===== src/rtl/conv_input_config.svh =====
`ifndef CONV_INPUT_CONFIG_SVH
`define CONV_INPUT_CONFIG_SVH

// pixel word width
`define PIXEL_W 32

// pixels per image row
`define IMAGE_W 8

// kernel rows, also window positions per row
`define KERNEL_N 3

// lanes driven into the array
`define WINDOW_W (`IMAGE_W - `KERNEL_N + 1)

`define ADDR_W 6

// ieee 754 single 1.0, bias lanes
`define FLOAT_ONE 32'h3F80_0000

`endif


===== src/rtl/conv_input_pkg.sv =====
`include "conv_input_config.svh"

package conv_input_pkg;

	typedef logic [`PIXEL_W-1:0] pixel_t;
	typedef pixel_t [`IMAGE_W-1:0] row_t;
	// row 0 is the oldest
	typedef row_t [`KERNEL_N-1:0] rows_t;
	// lane 0 is leftmost
	typedef pixel_t [`WINDOW_W-1:0] window_t;

	typedef logic [$clog2(`IMAGE_W)-1:0] slot_t;
	typedef logic [$clog2(`KERNEL_N)-1:0] row_idx_t;

	typedef enum logic [1:0] {CMD_NONE, CMD_PRELOAD, CMD_SHIFT, CMD_LOAD} cmd_e;

	typedef enum logic [1:0] {
		ACK_NONE,
		ACK_PRELOAD_DONE,
		ACK_SHIFT_DONE,
		ACK_LOAD_DONE
	} ack_e;

	typedef enum logic [2:0] {ST_IDLE, ST_PRELOAD, ST_SHIFT, ST_BIAS, ST_LOAD} state_e;

	typedef enum logic [2:0] {OP_HOLD, OP_LOAD_ROW, OP_SHIFT, OP_BIAS, OP_CLEAR} shift_op_e;

	typedef struct packed {
		logic write;
		logic last;
		slot_t slot;
		pixel_t pixel;
	} row_wr_t;

	typedef struct packed {
		shift_op_e op;
		row_idx_t row_sel;
	} shift_ctl_t;

endpackage


===== src/rtl/conv_input_cache.sv =====
`include "conv_input_config.svh"

module conv_input_cache (
	input  logic                    clk,
	input  logic                    rst_n,
	input  conv_input_pkg::cmd_e    cmd,
	input  conv_input_pkg::pixel_t  pixel_in,
	output conv_input_pkg::ack_e    ack,
	output logic [`ADDR_W-1:0]      rom_addr,
	output conv_input_pkg::window_t out_window,
	output logic                    out_valid
);

	conv_input_pkg::row_wr_t row_wr;
	conv_input_pkg::shift_ctl_t shift_ctl;
	conv_input_pkg::rows_t rows;

	// fetch side and window sequencing
	conv_input_ctrl u_ctrl (
		.clk       (clk),
		.rst_n     (rst_n),
		.cmd       (cmd),
		.ack       (ack),
		.rom_addr  (rom_addr),
		.pixel_in  (pixel_in),
		.row_wr    (row_wr),
		.shift_ctl (shift_ctl)
	);

	row_bank u_row_bank (
		.clk    (clk),
		.rst_n  (rst_n),
		.row_wr (row_wr),
		.rows   (rows)
	);

	// drives the conv array
	window_shifter u_window_shifter (
		.clk        (clk),
		.rst_n      (rst_n),
		.rows       (rows),
		.shift_ctl  (shift_ctl),
		.out_window (out_window),
		.out_valid  (out_valid)
	);

endmodule


===== src/rtl/conv_input_ctrl.sv =====
`include "conv_input_config.svh"

module conv_input_ctrl (
	input  logic                       clk,
	input  logic                       rst_n,
	input  conv_input_pkg::cmd_e       cmd,
	output conv_input_pkg::ack_e       ack,
	output logic [`ADDR_W-1:0]         rom_addr,
	input  conv_input_pkg::pixel_t     pixel_in,
	output conv_input_pkg::row_wr_t    row_wr,
	output conv_input_pkg::shift_ctl_t shift_ctl
);

	localparam conv_input_pkg::slot_t SLOT_LAST = conv_input_pkg::slot_t'(`IMAGE_W - 1);
	localparam conv_input_pkg::row_idx_t ROW_LAST = conv_input_pkg::row_idx_t'(`KERNEL_N - 1);

	conv_input_pkg::state_e state;
	conv_input_pkg::slot_t slot_cnt;
	conv_input_pkg::row_idx_t row_cnt;
	conv_input_pkg::row_idx_t pos_cnt;
	logic read_cyc;
	logic slot_last;
	logic row_last;
	logic pos_last;

	assign read_cyc = (state == conv_input_pkg::ST_PRELOAD) || (state == conv_input_pkg::ST_LOAD);
	assign slot_last = (slot_cnt == SLOT_LAST);
	assign row_last = (row_cnt == ROW_LAST);
	// positions per row equal kernel rows
	assign pos_last = (pos_cnt == ROW_LAST);

	always_ff @(posedge clk or negedge rst_n) begin
		if (!rst_n) begin
			state <= conv_input_pkg::ST_IDLE;
			slot_cnt <= '0;
			row_cnt <= '0;
			pos_cnt <= '0;
			ack <= conv_input_pkg::ACK_NONE;
		end else begin
			ack <= conv_input_pkg::ACK_NONE;
			case (state)
				conv_input_pkg::ST_IDLE: begin
					slot_cnt <= '0;
					row_cnt <= '0;
					pos_cnt <= '0;
					case (cmd)
						conv_input_pkg::CMD_PRELOAD: state <= conv_input_pkg::ST_PRELOAD;
						conv_input_pkg::CMD_SHIFT: state <= conv_input_pkg::ST_SHIFT;
						conv_input_pkg::CMD_LOAD: state <= conv_input_pkg::ST_LOAD;
						default: state <= conv_input_pkg::ST_IDLE;
					endcase
				end
				conv_input_pkg::ST_PRELOAD: begin
					slot_cnt <= slot_cnt + 1'b1;
					if (slot_last) begin
						row_cnt <= row_cnt + 1'b1;
						if (row_last) begin
							state <= conv_input_pkg::ST_IDLE;
							ack <= conv_input_pkg::ACK_PRELOAD_DONE;
						end
					end
				end
				conv_input_pkg::ST_LOAD: begin
					// one row only
					slot_cnt <= slot_cnt + 1'b1;
					if (slot_last) begin
						state <= conv_input_pkg::ST_IDLE;
						ack <= conv_input_pkg::ACK_LOAD_DONE;
					end
				end
				conv_input_pkg::ST_SHIFT: begin
					if (pos_last) begin
						pos_cnt <= '0;
						row_cnt <= row_cnt + 1'b1;
						if (row_last)
							state <= conv_input_pkg::ST_BIAS;
					end else begin
						pos_cnt <= pos_cnt + 1'b1;
					end
				end
				conv_input_pkg::ST_BIAS: begin
					// lands together with the bias window
					state <= conv_input_pkg::ST_IDLE;
					ack <= conv_input_pkg::ACK_SHIFT_DONE;
				end
				default: state <= conv_input_pkg::ST_IDLE;
			endcase
		end
	end

	// address moves only on reads, wraps at 64
	always_ff @(posedge clk or negedge rst_n) begin
		if (!rst_n)
			rom_addr <= '0;
		else if (read_cyc)
			rom_addr <= rom_addr + 1'b1;
	end

	always_comb begin
		row_wr.write = read_cyc;
		row_wr.last = read_cyc && slot_last;
		row_wr.slot = slot_cnt;
		row_wr.pixel = pixel_in;
	end

	always_comb begin
		shift_ctl.row_sel = row_cnt;
		case (state)
			conv_input_pkg::ST_SHIFT:
				shift_ctl.op = (pos_cnt == '0) ? conv_input_pkg::OP_LOAD_ROW
					: conv_input_pkg::OP_SHIFT;
			conv_input_pkg::ST_BIAS: shift_ctl.op = conv_input_pkg::OP_BIAS;
			default: shift_ctl.op = conv_input_pkg::OP_CLEAR;
		endcase
	end

endmodule


===== src/rtl/row_bank.sv =====
`include "conv_input_config.svh"

module row_bank (
	input  logic                    clk,
	input  logic                    rst_n,
	input  conv_input_pkg::row_wr_t row_wr,
	output conv_input_pkg::rows_t   rows
);

	conv_input_pkg::row_t fill_row;
	conv_input_pkg::row_t fill_next;

	// incoming pixel merged into the partial row
	always_comb begin
		fill_next = fill_row;
		fill_next[row_wr.slot] = row_wr.pixel;
	end

	always_ff @(posedge clk) begin
		if (row_wr.write)
			fill_row <= fill_next;
	end

	// oldest row drops out, newest enters at the top
	always_ff @(posedge clk or negedge rst_n) begin
		if (!rst_n) begin
			rows <= '0;
		end else if (row_wr.write && row_wr.last) begin
			for (int i = 0; i < `KERNEL_N - 1; i++) begin
				rows[i] <= rows[i+1];
			end
			rows[`KERNEL_N-1] <= fill_next;
		end
	end

endmodule


===== src/rtl/window_shifter.sv =====
`include "conv_input_config.svh"

module window_shifter (
	input  logic                       clk,
	input  logic                       rst_n,
	input  conv_input_pkg::rows_t      rows,
	input  conv_input_pkg::shift_ctl_t shift_ctl,
	output conv_input_pkg::window_t    out_window,
	output logic                       out_valid
);

	// full row, only the left lanes leave the module
	conv_input_pkg::row_t win_reg;

	always_ff @(posedge clk or negedge rst_n) begin
		if (!rst_n) begin
			win_reg <= '0;
			out_valid <= 1'b0;
		end else begin
			out_valid <= shift_ctl.op inside {conv_input_pkg::OP_LOAD_ROW,
				conv_input_pkg::OP_SHIFT, conv_input_pkg::OP_BIAS};
			case (shift_ctl.op)
				conv_input_pkg::OP_LOAD_ROW: begin
					win_reg <= rows[shift_ctl.row_sel];
				end
				conv_input_pkg::OP_SHIFT: begin
					// next pixel slides into lane 0
					win_reg <= {{`PIXEL_W{1'b0}}, win_reg[`IMAGE_W-1:1]};
				end
				conv_input_pkg::OP_BIAS: begin
					win_reg <= {`IMAGE_W{`FLOAT_ONE}};
				end
				conv_input_pkg::OP_CLEAR: begin
					win_reg <= '0;
				end
				default: begin
					win_reg <= win_reg;
				end
			endcase
		end
	end

	assign out_window = win_reg[`WINDOW_W-1:0];

endmodule


===== config.mk =====
export PLATFORM = sky130hd
export DESIGN_NAME = conv_input_cache
export DESIGN_NICKNAME = d
export VERILOG_FILES = /design/src/rtl/conv_input_pkg.sv /design/src/rtl/conv_input_cache.sv /design/src/rtl/conv_input_ctrl.sv /design/src/rtl/row_bank.sv /design/src/rtl/window_shifter.sv
export VERILOG_INCLUDE_DIRS = /design/src /design/src/rtl
export SDC_FILE = /design/constraint.sdc
export NUM_CORES = 2
export LEC_CHECK = 0
export ABC_CLOCK_PERIOD_IN_PS = 13300
export BUFFER_PORTS_ARGS = -buffer_cell sky130_fd_sc_hd__buf_2
export CAP_MARGIN = 0
export CORE_MARGIN = 1.5
export CORE_UTILIZATION = 53
export DETAILED_ROUTE_END_ITERATION = 10
export GPL_TIMING_DRIVEN = 0
export PLACE_DENSITY = 0.7
export SETUP_SLACK_MARGIN = 0.15
export SLEW_MARGIN = 10
export SYNTH_ARGS = -nofsm -noshare
export SYNTH_HDL_FRONTEND = slang
export SYNTH_SLANG_ARGS = --single-unit

===== constraint.sdc =====
create_clock -name clk -period 13.3 [get_ports clk]
set_input_delay 2.66 -clock clk [delete_from_list [all_inputs] [get_ports clk]]
set_output_delay 2.66 -clock clk [all_outputs]
set_load 0.005 [all_outputs]

==> run summary <==
number of flops mapped to enable cells by yosys: 256
Critical Path AT: 5.15 ns
# nets final: 4184
Iter 0 DRT Violations: 2413
Startpoint Class: primary input
Top reg by flops: u_row_bank.rows
global routing usage on met3: 0.0417
unrepaired setup endpoints after global routing: false
clock slew at reported path FFs: 0.06 ns
Post-CTS Resized: 0
CP Data Required Time: 14.13 ns
Synth async-reset ratio: 0.803
number of max-cap violations: 0
final hold viol count: 0
GR peak layer: met2
CP endpoint kind: async pin
Slew HR: 0.110
Post-Synthesis Cells: 3750
fraction of layout cells with a size suffix above 1: 0.327
Vias/cell: 5.88
CP max FO: 144
Setup Fix Bufs, Post-CTS: 0
Mapped Area: 56000 sq um
FF+latch count, synth: 1299
worst-margin pin slew: 1.33 ns
synth top area cells: dfrtp_1, edfxtp_1, mux2_1
GRT Overall Usage: 0.283
Lkg Pwr: 30.5 nW
vias: 33300
Final setup viols: 0
Root Buffer: clkbuf_16
Initial Util: 0.533
die area: 108000 sq um
status: completed
Post-CTS Hold Buffers: 0
detailed-route wire length: 151000 um
vias in the first global route: 33300
worst reg2reg setup slack: 10.21 ns
critical path class: in2async
Core Util, Final: 0.609
IO Count: 237
Synth Flop Type: dfrtp_1
R2R cell count: 6
row count: 119
Placed Area: 59400 sq um
syn_nets: 3790
fmax: 0.232 GHz
TritonCTS Buffers: 136
HPWL after DPL: 103000 um
Final ANT Viol Nets: 0
global route total overflow: 0
area grow syn2layout: 14.3%
H-tree levels: 4
post-synth top area share: 0.466
post-route cell area: 64000 sq um
Clock Path Buffers: 3
M1 GR Usage: 0.390
CTS tree: done
Clock Latency Late Sink: 0.75 ns
Warnings, synthesis: 0
Detailed Routing Iterations Pass 1: 5
die span in y: 328 um
CTS sink cnt: 1299
Avg WL per Cell: 26.6 um
pwr dens: 184 nW/um^2
met2 usage in global routing: 0.466
reg-to-reg endpoint: u_window_shifter.out_window[7]
start point of the worst hold path: u_ctrl.rom_addr[5]
Total Neg Setup Slack: 0 ns
worst vdd ir: 0.106 mV
FF-to-FF Start: u_ctrl.row_cnt[1]
Hold Path Class: reg2reg
crit share post-route: 0.325
post-route minimum period: 4.32 ns
Hold Path Depth: 1
Pins Over Slew Limit: 0
post-synthesis sequential area ratio: 0.604
initial antenna violation count: 26
RePlAce Congestion: 0.843
largest net degree at the start of global routing: 150
Hold EP: u_ctrl.rom_addr[5]
# DRC: 0
number of flip-flops in the largest register: 768
global-route wire length before repair: 223000 um
final clock skew: 0.0304 ns
Chip Width: 328 um
total core area: 105000 sq um
post-synth top area cell: dfrtp_1
I/O Buffers: 236
post-synthesis cell type count: 45
Syn Area/Cell: 14.9 sq um
-- worst max-delay path, stage by stage --
cell	delay, ns
buf_12	0.34
buf_16	0.46
buf_16	0.43
buf_16	0.50
buf_16	0.43
-- area by class of cell --
type                            instances  area, sq um
Multi-Input combinational cell       1995        19300
Buffer                                453         2910
Antenna cell                            5         12.5
Inverter                                3         11.3
Fill cell                            8164        41000
Clock inverter                         49          512
Tap cell                             1391         1740
Timing Repair Buffer                  256         1690
Sequential cell                      1299        33800
Clock buffer                          203         4030
-- cells by family after synthesis --
| kind of cell | synth area share |
|---|---|
| AOI/OAI and AO/OA | 0.0683 |
| adders and majority gates | 0.000894 |
| DFF | 0.604 |
| buffers and inverters | 0.0522 |
| muxes | 0.254 |
| and+or+nand+nor | 0.0192 |
| xor gates and xnor gates | 0.00143 |
-- power breakdown --
part / switching, mW / leakage (nW) / internal, mW
clock network: 1.57 / 2.24 / 2.26
logic: 1.74 / 11.4 / 1.03
registers: 0.263 / 16.9 / 4.93
total: 3.58 / 30.5 / 8.21
-- synth_stat cells, drive strengths merged (2+ instances only) --
cell type  count
ha             4
nand2        206
buf          403
nor2b          3
nand3b         4
nand3          3
o2bb2ai      175
mux2i        175
a221o          3
a21oi         28
nand2b         6
edfxtp       256
dfrtp       1043
xor2           5
nor3           7
inv            3
xnor2          2
a22o         175
mux2        1109
clkbuf        50
a211o          2
nor3b          5
a22oi          7
nor2           8
o21ai         13
a32oi         49
-- cells in the final DEF (no fill, tap or decap), types with 7 or more instances in the layout --
cell,instances
buf_1,25
mux2_2,537
clkbuf_8,18
bufinv_16,8
nand2_1,206
o21ai_0,11
buf_4,265
clkbuf_16,145
buf_2,336
a32oi_1,49
buf_6,12
o2bb2ai_1,175
buf_16,12
clkinv_2,25
a22o_1,175
clkbuf_1,90
a21oi_1,28
edfxtp_1,256
mux2_1,572
buf_12,9
a22oi_1,7
dfrtp_1,1043
mux2i_1,175
-- per-stage QoR --
step                cells  power [mW]  hold slack (ns)  setup WS [ns]
detailed placement   5397        8.02            0.463           7.98
finish               5654        11.8            0.465           8.98
global placement     5377        7.48            0.455         -13.36
CTS                  5649        11.8            0.475           8.75
floorplan            3750        7.03            0.442          0.352
global route         5650        12.2            0.493           8.52
-- worst max path at each step --
stage | cells after the start | slack [ns] | from | end
6_report | 5 | 8.98 | rst_n | u_row_bank.rows[761]
5_1_grt | 5 | 8.52 | rst_n | u_row_bank.rows[761]
4_1_cts | 5 | 8.75 | rst_n | u_row_bank.rows[506]
3_5_place_dp | 5 | 7.98 | rst_n | u_row_bank.rows[506]
3_3_place_gp | 1 | -13.36 | rst_n | u_row_bank.rows[755]
2_1_floorplan | 4 | 0.35 | u_ctrl.state[0] | u_ctrl.rom_addr[1]
-- routing by layer --
| layer | wire [um] | part of all wire | vias to the layer above |
|---|---|---|---|
| met2 | 74100 | 0.49 | 977 |
| met4 | 4140 | 0.027 | 4 |
| met5 | 28 | 0.00019 | - |
| li1 | - | - | 14500 |
| met3 | 8530 | 0.057 | 207 |
| met1 | 63800 | 0.42 | 17600 |
(Power assumes the default switching activity.)
